$ cat src/logic/qla_config.svh
// qla motor controller constants for widths, channel count and dac timing
`ifndef QLA_CONFIG_SVH
`define QLA_CONFIG_SVH

// ---------------------------------------------------------------------
// bus and channel sizing
// ---------------------------------------------------------------------
`define QLA_NUM_CHAN        4           // motor axes on the board
`define QLA_CUR_W           16          // current command and feedback sample
`define QLA_DATA_W          32          // wishbone data
`define QLA_ADDR_W          8           // bits 7..4 channel, bits 3..0 offset

// ---------------------------------------------------------------------
// safety check
// ---------------------------------------------------------------------
`define QLA_SAFETY_MARGIN   16'h1000    // allowed feedback above command
`define QLA_SAFETY_PERSIST  4           // faulty cycles in a row before trip

// ---------------------------------------------------------------------
// dac serial link
// ---------------------------------------------------------------------
`define QLA_DAC_SCLK_DIV    2           // sysclk cycles per sclk half period
`define QLA_DAC_FRAME_BITS  24          // cmd + addr + data
`define QLA_DAC_CMD_UPDATE  4'b0011     // write input reg and update output

`endif

$ cat src/logic/qla_pkg.sv
// shared types for the qla register map, dac sequencing and channel status
`include "qla_config.svh"

package qla_pkg;

    // offset within a channel's register block, address bits 3..0
    typedef enum logic [3:0] {
        OFF_DAC_CTRL     = 4'd0,    // commanded current
        OFF_MOTOR_STATUS = 4'd1     // status word, write bit 0 for amp enable
    } reg_off_e;

    // board control sits at offset 0 of channel 0
    localparam reg_off_e OFF_BOARD_CTRL = OFF_DAC_CTRL;

    // dac update sequencer
    typedef enum logic [1:0] {
        DAC_IDLE,
        DAC_LOAD,       // build next frame, pull csn low
        DAC_SHIFT,      // clock out the frame
        DAC_GAP         // csn high between frames
    } dac_state_e;

    // per-channel status as read back by the host
    typedef struct packed {
        logic [`QLA_DATA_W-`QLA_CUR_W-3:0] rsvd;        // reads as zero
        logic                              amp_enable;
        logic                              safety_trip;
        logic [`QLA_CUR_W-1:0]             cur_cmd;
    } chan_status_t;

endpackage

$ cat src/logic/reg_bus_if.sv
// register write bus from the wishbone decoder to the motor channels
`timescale 1ns/1ps
`include "qla_config.svh"

interface reg_bus_if;

    logic                   wen;    // one-cycle strobe, lines up with ack
    logic [3:0]             chan;   // 0 = board, 1..4 = axis
    qla_pkg::reg_off_e      off;
    logic [`QLA_DATA_W-1:0] wdata;

    modport decoder (
        output wen,
        output chan,
        output off,
        output wdata
    );

    modport channel (
        input wen,
        input chan,
        input off,
        input wdata
    );

endinterface

$ cat src/logic/wb_reg_decode.sv
// wishbone classic slave with address decode, write bus, read mux and board control
`timescale 1ns/1ps
`include "qla_config.svh"

module wb_reg_decode (
    input  logic                   sysclk,
    input  logic                   rst,
    input  logic                   wb_cyc,
    input  logic                   wb_stb,
    input  logic                   wb_we,
    input  logic [`QLA_ADDR_W-1:0] wb_adr,
    input  logic [`QLA_DATA_W-1:0] wb_dat_i,
    input  qla_pkg::chan_status_t  chan_stat [1:`QLA_NUM_CHAN],
    input  logic                   dac_busy,
    output logic [`QLA_DATA_W-1:0] wb_dat_o,
    output logic                   wb_ack,
    output logic                   clear_all,
    output logic                   dac_req,
    reg_bus_if.decoder             bus
);

    logic [3:0]             adr_chan;
    qla_pkg::reg_off_e      adr_off;
    logic                   acc;        // fresh access, not yet acked
    logic                   chan_hit;   // address falls on an axis 1..4
    logic [`QLA_DATA_W-1:0] rd_mux;

    assign adr_chan = wb_adr[7:4];
    assign adr_off  = qla_pkg::reg_off_e'(wb_adr[3:0]);
    assign acc      = wb_cyc && wb_stb && !wb_ack;
    assign chan_hit = (adr_chan != 4'd0) && (adr_chan <= 4'(`QLA_NUM_CHAN));

    // ---------------------------------------------------------------------
    // handshake and write strobes
    // ---------------------------------------------------------------------
    always_ff @(posedge sysclk) begin
        if (rst) begin
            wb_ack    <= 1'b0;
            bus.wen   <= 1'b0;
            clear_all <= 1'b0;
            dac_req   <= 1'b0;
        end else begin
            wb_ack    <= acc;           // single cycle, held stb is ignored
            bus.wen   <= acc && wb_we;
            // board control, bit 0 clears every latched trip
            clear_all <= acc && wb_we && (adr_chan == 4'd0)
                         && (adr_off == qla_pkg::OFF_BOARD_CTRL) && wb_dat_i[0];
            // any command write kicks the dac
            dac_req   <= acc && wb_we && chan_hit && (adr_off == qla_pkg::OFF_DAC_CTRL);
        end
    end

    // payload captured alongside ack
    always_ff @(posedge sysclk) begin
        if (acc) begin
            bus.chan  <= adr_chan;
            bus.off   <= adr_off;
            bus.wdata <= wb_dat_i;
            wb_dat_o  <= rd_mux;        // valid while ack is high
        end
    end

    // ---------------------------------------------------------------------
    // read mux
    // ---------------------------------------------------------------------
    always_comb begin
        rd_mux = '0;                    // unmapped reads return zero
        if (adr_chan == 4'd0) begin
            if (adr_off == qla_pkg::OFF_BOARD_CTRL) begin
                rd_mux[2*`QLA_NUM_CHAN] = dac_busy;
                for (int k = 1; k <= `QLA_NUM_CHAN; k++) begin
                    rd_mux[`QLA_NUM_CHAN+k-1] = chan_stat[k].safety_trip;
                    rd_mux[k-1]               = chan_stat[k].amp_enable;
                end
            end
        end else if (chan_hit) begin
            case (adr_off)
                qla_pkg::OFF_DAC_CTRL: begin
                    rd_mux = `QLA_DATA_W'(chan_stat[adr_chan].cur_cmd);
                end
                qla_pkg::OFF_MOTOR_STATUS: begin
                    rd_mux = chan_stat[adr_chan];
                end
                default: begin
                    rd_mux = '0;
                end
            endcase
        end
    end

    // master drops stb after ack, so ack never stretches
    a_ack_one_cycle: assert property (@(posedge sysclk) disable iff (rst)
        wb_ack |=> !wb_ack);

endmodule

$ cat src/logic/motor_channel.sv
// one motor axis holding current command, amp enable and a latched overcurrent trip
`timescale 1ns/1ps
`include "qla_config.svh"

module motor_channel #(
    parameter int CHANNEL = 1           // axis number, matches address bits 7..4
) (
    input  logic                  sysclk,
    input  logic                  rst,
    reg_bus_if.channel            bus,
    input  logic                  clear_all,
    input  logic [`QLA_CUR_W-1:0] cur_fb,
    output qla_pkg::chan_status_t status
);

    localparam int PERSIST_W = $clog2(`QLA_SAFETY_PERSIST + 1);

    logic [`QLA_CUR_W-1:0] cur_cmd;
    logic                  amp_en;
    logic                  trip;
    logic [PERSIST_W-1:0]  persist_cnt;   // saturates at the persist limit
    logic [`QLA_CUR_W:0]   fb_limit;      // extra bit so command + margin never wraps
    logic                  fb_over;
    logic                  trip_hit;
    logic                  wr_sel;

    assign wr_sel   = bus.wen && (bus.chan == 4'(CHANNEL));
    assign fb_limit = {1'b0, cur_cmd} + {1'b0, `QLA_SAFETY_MARGIN};
    assign fb_over  = {1'b0, cur_fb} > fb_limit;
    assign trip_hit = fb_over && (persist_cnt >= PERSIST_W'(`QLA_SAFETY_PERSIST - 1));

    // ---------------------------------------------------------------------
    // safety persistence
    // ---------------------------------------------------------------------
    always_ff @(posedge sysclk) begin
        if (rst) begin
            persist_cnt <= '0;
        end else if (!fb_over) begin
            persist_cnt <= '0;          // any good sample restarts the count
        end else if (persist_cnt != PERSIST_W'(`QLA_SAFETY_PERSIST)) begin
            persist_cnt <= persist_cnt + 1'b1;
        end
    end

    // ---------------------------------------------------------------------
    // command, enable and trip
    // ---------------------------------------------------------------------
    always_ff @(posedge sysclk) begin
        if (rst) begin
            cur_cmd <= '0;
            amp_en  <= 1'b0;
            trip    <= 1'b0;
        end else begin
            if (clear_all) begin
                trip <= 1'b0;           // enable stays where it is, off if tripped
            end
            if (wr_sel && (bus.off == qla_pkg::OFF_DAC_CTRL)) begin
                cur_cmd <= bus.wdata[`QLA_CUR_W-1:0];
            end
            if (wr_sel && (bus.off == qla_pkg::OFF_MOTOR_STATUS)) begin
                amp_en <= bus.wdata[0];
                if (bus.wdata[0]) begin
                    trip <= 1'b0;       // re-enable acknowledges the fault
                end
            end
            // trip wins over a same-cycle enable
            if (trip_hit) begin
                amp_en <= 1'b0;
                trip   <= 1'b1;
            end
        end
    end

    always_comb begin
        status             = '0;
        status.amp_enable  = amp_en;
        status.safety_trip = trip;
        status.cur_cmd     = cur_cmd;
    end

    a_no_enable_when_tripped: assert property (@(posedge sysclk) disable iff (rst)
        !(amp_en && trip));

endmodule

$ cat src/logic/dac_update_fsm.sv
// dac update sequencer sending the four axis commands as serial frames
`timescale 1ns/1ps
`include "qla_config.svh"

module dac_update_fsm (
    input  logic                  sysclk,
    input  logic                  rst,
    input  logic                  dac_req,
    input  logic [`QLA_CUR_W-1:0] cur_cmd [1:`QLA_NUM_CHAN],
    input  logic                  tmr_edge,
    input  logic                  tmr_done,
    output logic                  tmr_start,
    output logic                  dac_busy,
    output logic                  dac_sclk,
    output logic                  dac_mosi,
    output logic                  dac_csn
);

    localparam int FW = `QLA_DAC_FRAME_BITS;

    qla_pkg::dac_state_e   state;
    logic [1:0]            frame_idx;     // dac channel address, axis minus one
    logic                  pending;       // write seen while busy
    logic [FW-1:0]         sreg;          // msb goes out first
    logic [`QLA_CUR_W-1:0] snap [2:`QLA_NUM_CHAN];
    logic [`QLA_CUR_W-1:0] frame_cmd;
    logic                  last_frame;

    // frame 0 uses the live command, later frames the copy taken with it
    assign frame_cmd  = (frame_idx == 2'd0) ? cur_cmd[1] : snap[3'(frame_idx) + 3'd1];
    assign last_frame = (frame_idx == 2'(`QLA_NUM_CHAN - 1));
    assign tmr_start  = (state == qla_pkg::DAC_LOAD);   // timer runs alongside csn low
    assign dac_busy   = (state != qla_pkg::DAC_IDLE) || pending;
    assign dac_mosi   = sreg[FW-1];

    // ---------------------------------------------------------------------
    // sequencing
    // ---------------------------------------------------------------------
    always_ff @(posedge sysclk) begin
        if (rst) begin
            state     <= qla_pkg::DAC_IDLE;
            frame_idx <= 2'd0;
            pending   <= 1'b0;
            dac_sclk  <= 1'b0;
            dac_csn   <= 1'b1;
        end else begin
            if (dac_req && (state != qla_pkg::DAC_IDLE)) begin
                pending <= 1'b1;
            end
            case (state)
                qla_pkg::DAC_IDLE: begin
                    if (dac_req || pending) begin
                        pending   <= 1'b0;
                        frame_idx <= 2'd0;
                        state     <= qla_pkg::DAC_LOAD;
                    end
                end
                qla_pkg::DAC_LOAD: begin
                    dac_csn  <= 1'b0;
                    dac_sclk <= 1'b0;
                    state    <= qla_pkg::DAC_SHIFT;
                end
                qla_pkg::DAC_SHIFT: begin
                    if (tmr_edge) begin
                        dac_sclk <= ~dac_sclk;
                    end
                    if (tmr_done) begin         // last edge is a falling one
                        dac_csn  <= 1'b1;
                        dac_sclk <= 1'b0;
                        state    <= qla_pkg::DAC_GAP;
                    end
                end
                qla_pkg::DAC_GAP: begin
                    if (last_frame) begin
                        state <= qla_pkg::DAC_IDLE;
                    end else begin
                        frame_idx <= frame_idx + 2'd1;
                        state     <= qla_pkg::DAC_LOAD;
                    end
                end
                default: begin
                    state <= qla_pkg::DAC_IDLE;
                end
            endcase
        end
    end

    // frame data path
    always_ff @(posedge sysclk) begin
        if (state == qla_pkg::DAC_LOAD) begin
            sreg <= {`QLA_DAC_CMD_UPDATE, 2'b00, frame_idx, frame_cmd};
            if (frame_idx == 2'd0) begin
                for (int k = 2; k <= `QLA_NUM_CHAN; k++) begin
                    snap[k] <= cur_cmd[k];
                end
            end
        end else if ((state == qla_pkg::DAC_SHIFT) && tmr_edge && dac_sclk) begin
            sreg <= {sreg[FW-2:0], 1'b0};   // advance on falling sclk
        end
    end

    a_sclk_low_when_idle: assert property (@(posedge sysclk) disable iff (rst)
        dac_csn |-> !dac_sclk);

endmodule

$ cat src/logic/spi_bit_timer.sv
// serial clock pacing with prescaled edge ticks and end-of-frame detect
`timescale 1ns/1ps
`include "qla_config.svh"

module spi_bit_timer (
    input  logic sysclk,
    input  logic rst,
    input  logic tmr_start,
    output logic tmr_edge,
    output logic tmr_done
);

    localparam int EDGES  = 2 * `QLA_DAC_FRAME_BITS;     // rise and fall per bit
    localparam int PRE_W  = $clog2(`QLA_DAC_SCLK_DIV + 1);
    localparam int EDGE_W = $clog2(EDGES);

    logic              running;
    logic [PRE_W-1:0]  pre_cnt;
    logic [EDGE_W-1:0] edge_cnt;

    always_ff @(posedge sysclk) begin
        if (rst) begin
            running  <= 1'b0;
            pre_cnt  <= '0;
            edge_cnt <= '0;
            tmr_edge <= 1'b0;
            tmr_done <= 1'b0;
        end else begin
            tmr_edge <= 1'b0;
            tmr_done <= 1'b0;
            if (tmr_start) begin
                running  <= 1'b1;
                pre_cnt  <= '0;
                edge_cnt <= '0;
            end else if (running) begin
                if (pre_cnt == PRE_W'(`QLA_DAC_SCLK_DIV - 1)) begin
                    pre_cnt  <= '0;
                    tmr_edge <= 1'b1;       // one half period elapsed
                    if (edge_cnt == EDGE_W'(EDGES - 1)) begin
                        running  <= 1'b0;
                        tmr_done <= 1'b1;   // coincides with the final edge
                        edge_cnt <= '0;
                    end else begin
                        edge_cnt <= edge_cnt + 1'b1;
                    end
                end else begin
                    pre_cnt <= pre_cnt + 1'b1;
                end
            end
        end
    end

endmodule

$ cat src/logic/qla_motor_ctrl.sv
// qla motor controller top with wishbone registers, four axes and dac update path
`timescale 1ns/1ps
`include "qla_config.svh"

module qla_motor_ctrl (
    input  logic                                     sysclk,
    input  logic                                     rst,
    // wishbone classic slave
    input  logic                                     wb_cyc,
    input  logic                                     wb_stb,
    input  logic                                     wb_we,
    input  logic [`QLA_ADDR_W-1:0]                   wb_adr,
    input  logic [`QLA_DATA_W-1:0]                   wb_dat_i,
    output logic [`QLA_DATA_W-1:0]                   wb_dat_o,
    output logic                                     wb_ack,
    // current feedback, axis 1 in the low bits
    input  logic [`QLA_NUM_CHAN-1:0][`QLA_CUR_W-1:0] cur_fb,
    output logic [`QLA_NUM_CHAN-1:0]                 amp_enable,
    // dac serial link
    output logic                                     dac_sclk,
    output logic                                     dac_mosi,
    output logic                                     dac_csn
);

    reg_bus_if reg_bus ();

    qla_pkg::chan_status_t chan_stat [1:`QLA_NUM_CHAN];
    logic [`QLA_CUR_W-1:0] cur_cmd   [1:`QLA_NUM_CHAN];
    logic                  clear_all;
    logic                  dac_req;
    logic                  dac_busy;
    logic                  tmr_start;
    logic                  tmr_edge;
    logic                  tmr_done;

    // ---------------------------------------------------------------------
    // host registers
    // ---------------------------------------------------------------------
    wb_reg_decode u_decode (
        .sysclk    (sysclk),
        .rst       (rst),
        .wb_cyc    (wb_cyc),
        .wb_stb    (wb_stb),
        .wb_we     (wb_we),
        .wb_adr    (wb_adr),
        .wb_dat_i  (wb_dat_i),
        .chan_stat (chan_stat),
        .dac_busy  (dac_busy),
        .wb_dat_o  (wb_dat_o),
        .wb_ack    (wb_ack),
        .clear_all (clear_all),
        .dac_req   (dac_req),
        .bus       (reg_bus.decoder)
    );

    // axes 1..4
    generate
        for (genvar k = 1; k <= `QLA_NUM_CHAN; k++) begin : g_chan
            motor_channel #(.CHANNEL(k)) u_chan (
                .sysclk    (sysclk),
                .rst       (rst),
                .bus       (reg_bus.channel),
                .clear_all (clear_all),
                .cur_fb    (cur_fb[k-1]),
                .status    (chan_stat[k])
            );
            assign cur_cmd[k]      = chan_stat[k].cur_cmd;
            assign amp_enable[k-1] = chan_stat[k].amp_enable;
        end
    endgenerate

    // ---------------------------------------------------------------------
    // dac update
    // ---------------------------------------------------------------------
    dac_update_fsm u_dac_fsm (
        .sysclk    (sysclk),
        .rst       (rst),
        .dac_req   (dac_req),
        .cur_cmd   (cur_cmd),
        .tmr_edge  (tmr_edge),
        .tmr_done  (tmr_done),
        .tmr_start (tmr_start),
        .dac_busy  (dac_busy),
        .dac_sclk  (dac_sclk),
        .dac_mosi  (dac_mosi),
        .dac_csn   (dac_csn)
    );

    spi_bit_timer u_bit_timer (
        .sysclk    (sysclk),
        .rst       (rst),
        .tmr_start (tmr_start),
        .tmr_edge  (tmr_edge),
        .tmr_done  (tmr_done)
    );

endmodule

$ cat config.mk
export PLATFORM = sky130hd
export DESIGN_NAME = qla_motor_ctrl
export DESIGN_NICKNAME = d
export VERILOG_FILES = /design/src/logic/qla_pkg.sv /design/src/logic/reg_bus_if.sv /design/src/logic/wb_reg_decode.sv /design/src/logic/motor_channel.sv /design/src/logic/dac_update_fsm.sv /design/src/logic/spi_bit_timer.sv /design/src/logic/qla_motor_ctrl.sv
export VERILOG_INCLUDE_DIRS = /design/src /design/src/logic
export SDC_FILE = /design/constraint.sdc
export NUM_CORES = 1
export LEC_CHECK = 0
export BUFFER_PORTS_ARGS = -buffer_cell sky130_fd_sc_hd__buf_2
export CORE_MARGIN = 2
export CORE_UTILIZATION = 54
export DETAILED_ROUTE_END_ITERATION = 10
export GPL_ROUTABILITY_DRIVEN = 0
export MAX_ROUTING_LAYER = met4
export PLACE_DENSITY = 0.75
export SLEW_MARGIN = 20
export SYNTH_ARGS = -nofsm -noshare
export SYNTH_HDL_FRONTEND = slang
export SYNTH_HIERARCHICAL = 1
export SYNTH_SLANG_ARGS = --single-unit
$ cat constraint.sdc
create_clock -name sysclk -period 3.5 [get_ports sysclk]
set_input_delay 0 -clock sysclk [delete_from_list [all_inputs] [get_ports sysclk]]
set_output_delay 0 -clock sysclk [all_outputs]
set_load 0.02 [all_outputs]
==> summary.md <==
| Metric | Value |
|---|---|
| Nets | `1499` |
| Max Fclk | `393 MHz` |
| M3 GR Usage | `0.0277` |
| Detailed Routing Iterations Pass 1 | `5` |
| CTS resizes | `0` |
| Cell Rows | `56` |
| RSZ-0062 raised after global routing | `no` |
| Final ANT Viol Nets | `0` |
| LEAKAGE | `5.53 nW` |
| Req. time, crit path | `3.89 ns` |
| Crit path time final | `2.55 ns` |
| Hold crit path type | `in -> reg` |
| Total power | `around 6.9 mW` |
| Hold Fails Final Rpt | `0` |
| Total global routing overflow | `0` |
| Die width | `~160 um` |
| Peak supply drop | `approximately 0.00041 V` |
| Crit path max fanout | `16` |
| Period utilization | `0.728` |
| # IOs | `roughly 150` |
| Vias | `9172` |
| Initial core utilization | `0.550` |
| Area growth syn-to-layout | `12.7%` |
| Post-Synthesis Cells | `approximately 1200` |
| Final setup skew | `0.00754 ns` |
| Avg WL per Cell | `18.5 um` |
| Clk buf depth | `3` |
| Status | `complete, no violations` |
| Worst-Margin Slew | `0.883 ns` |
| # setup viols final | `0` |
| GRT Max-Usage Layer | `met2` |
| Startpoint Class | `register` |
| Die height | `159 um` |
| Largest net degree at the start of global routing | `67` |
| Avg Inst Size Synth | `11.1 um2` |
| Die Area | `25200 um2` |
| Total CTS buffers | `26` |
| Clk pin slew, worst setup/hold paths | `0.06 ns` |
| Post-Syn Area | `13000 um2` |
| Max-slew headroom | `0.410` |
| Placed insts | `around 1600` |
| Worst EP arrival | `2.94 ns` |
| Vias in the first global route | `between 9000 and 10000` |
| Met1 GRT Util | `0.306` |
| Setup tns final | `0 ns` |
| Routed wire length | `slightly above 30000 um` |
| Layout cells sized above 1 | `0.218` |
| Syn. warnings | `6` |
| Core area | `23500 um2` |
| Final Max Tran Viols | `0` |
| Setup repair bufs after CTS | `0` |
| Power Density | `roughly 470 nW/um2` |
| CTS tree | `built` |
| Buffers on Ports | `between 100 and 150` |
| CP max stage delay | `0.57 ns` |
| Hold bufs inserted after CTS | `26` |
| First-pass GRT wire length | `48100 um` |
| Worst setup slack after placement | `~1.0 ns` |
| CP Class | `reg -> reg` |
| Finished Layout Cells | `1642` |
| CTS sink cnt | `234` |
| Max-Cap Viols | `0` |
| Tot GR Track Use | `0.244` |
| Root Buffer | `clkbuf_16` |
| Vias per cell | `5.59` |
| Critical Path, Cell by Cell | `or4b_1 > nor4_2 > and2b_1 > buf_4 > mux2i_1 > nor2_1` |
| Worst-Skew Late Latency | `between 0.5 and 0.6 ns` |
| GR Layer Usage met2 | `0.415` |
| Worst setup margin | `0.953 ns` |
| Remaining DRCs | `0` |
| Placed wire-length estimate | `~21000 um` |
| H-tree levels | `1` |
| Initial antenna violation count | `1` |
| CP endpoint kind | `register` |
| Initial DRC Count | `691` |
| CP max stage cell | `or4b_1` |
state kept, by name (all words and copies together) (netlist names), 2 cells and up:
| signal | cells |
|---|---|
| g_chan.u_chan/cur_cmd | 64 |
| u_dac_fsm/snap | 48 |
| u_decode/wb_dat_o | 32 |
| u_dac_fsm/sreg | 24 |
| u_decode/bus.wdata | 16 |
| g_chan.u_chan/persist_cnt | 12 |
| u_bit_timer/edge_cnt | 6 |
| g_chan.u_chan/amp_en | 4 |
| g_chan.u_chan/trip | 4 |
| u_decode/bus.chan | 4 |
| u_decode/bus.off | 4 |
| u_bit_timer/pre_cnt | 2 |
| u_dac_fsm/frame_idx | 2 |
| u_dac_fsm/state | 2 |
routing by layer:
| metal | share of wire | wire (um) |
|---|---|---|
| met1 | 0.43 | 13000 |
| met5 | 0 | 0 |
| met2 | 0.50 | 15100 |
| met4 | 0.031 | 933 |
| met3 | 0.047 | 1420 |
metrics by stage:
stage	instance area (um2)	hold WS (ns)	utilization
5_1_grt	14600	0.0376	0.620
3_5_place_dp	13400	0.178	0.571
3_3_place_gp	13400	0.176	0.571
2_1_floorplan	13100	0.0691	-
4_1_cts	14600	0.00483	0.620
6_report	14600	0.0162	0.620
critical path, delay by kind of cell (launching register included):
family                 cells  cell delay, ns
and+or+nand+nor            4            1.42
DFF                        1            0.43
muxes                      1            0.25
buffers and inverters      1            0.31
final cells by class:
class | instances | area (um2)
Multi-Input combinational cell | 795 | 6090
Antenna cell | 1 | 2.50
Inverter | 73 | 274
Sequential cell | 234 | 5910
Clock inverter | 13 | 123
Tap cell | 319 | 399
Clock buffer | 35 | 769
Fill cell | 1917 | 8940
Timing Repair Buffer | 172 | 1040
where the power goes:
| group | leakage [nW] | switching (mW) | internal, mW |
|---|---|---|---|
| combinational | 3.06 | 0.520 | 0.338 |
| clock | 0.437 | 1.10 | 1.69 |
| sequential | 2.04 | 0.102 | 3.15 |
| total | 5.53 | 1.72 | 5.18 |
cells in the final DEF (no fill, tap or decap), types with 6 or more instances in the layout:
| master | instances |
|---|---|
| buf_2 | 132 |
| edfxtp_1 | 122 |
| dfxtp_1 | 112 |
| nor2_1 | 92 |
| ha_1 | 88 |
| inv_1 | 73 |
| mux2i_1 | 65 |
| a21oi_1 | 60 |
| conb_1 | 56 |
| nand2_1 | 51 |
| nand3_1 | 33 |
| nor2b_1 | 33 |
| mux2_4 | 31 |
| clkbuf_16 | 30 |
| o21ai_0 | 29 |
| o22ai_1 | 29 |
| a221oi_2 | 28 |
| dlygate4sd3_1 | 26 |
| mux2_2 | 18 |
| and3_1 | 15 |
| nor3_1 | 15 |
| buf_4 | 13 |
| xnor2_1 | 10 |
| nor3_2 | 10 |
| o2bb2ai_1 | 9 |
| and4_1 | 8 |
| a221oi_1 | 8 |
| nor4bb_1 | 8 |
| nand4_1 | 6 |
| a31oi_1 | 6 |
worst paths after layout:
check,start,to,slack (ns),depth (start not counted)
max,u_decode/bus.off[1],g_chan[3].u_chan/cur_cmd[10],0.95,6
min,wb_cyc,u_decode/bus.wen,0.02,3
max reg2reg,u_decode/bus.off[1],g_chan[3].u_chan/cur_cmd[10],0.95,6
min reg2reg,u_dac_fsm/sreg[23],u_dac_fsm/sreg[23],0.45,2
(Power assumes the default switching activity.)
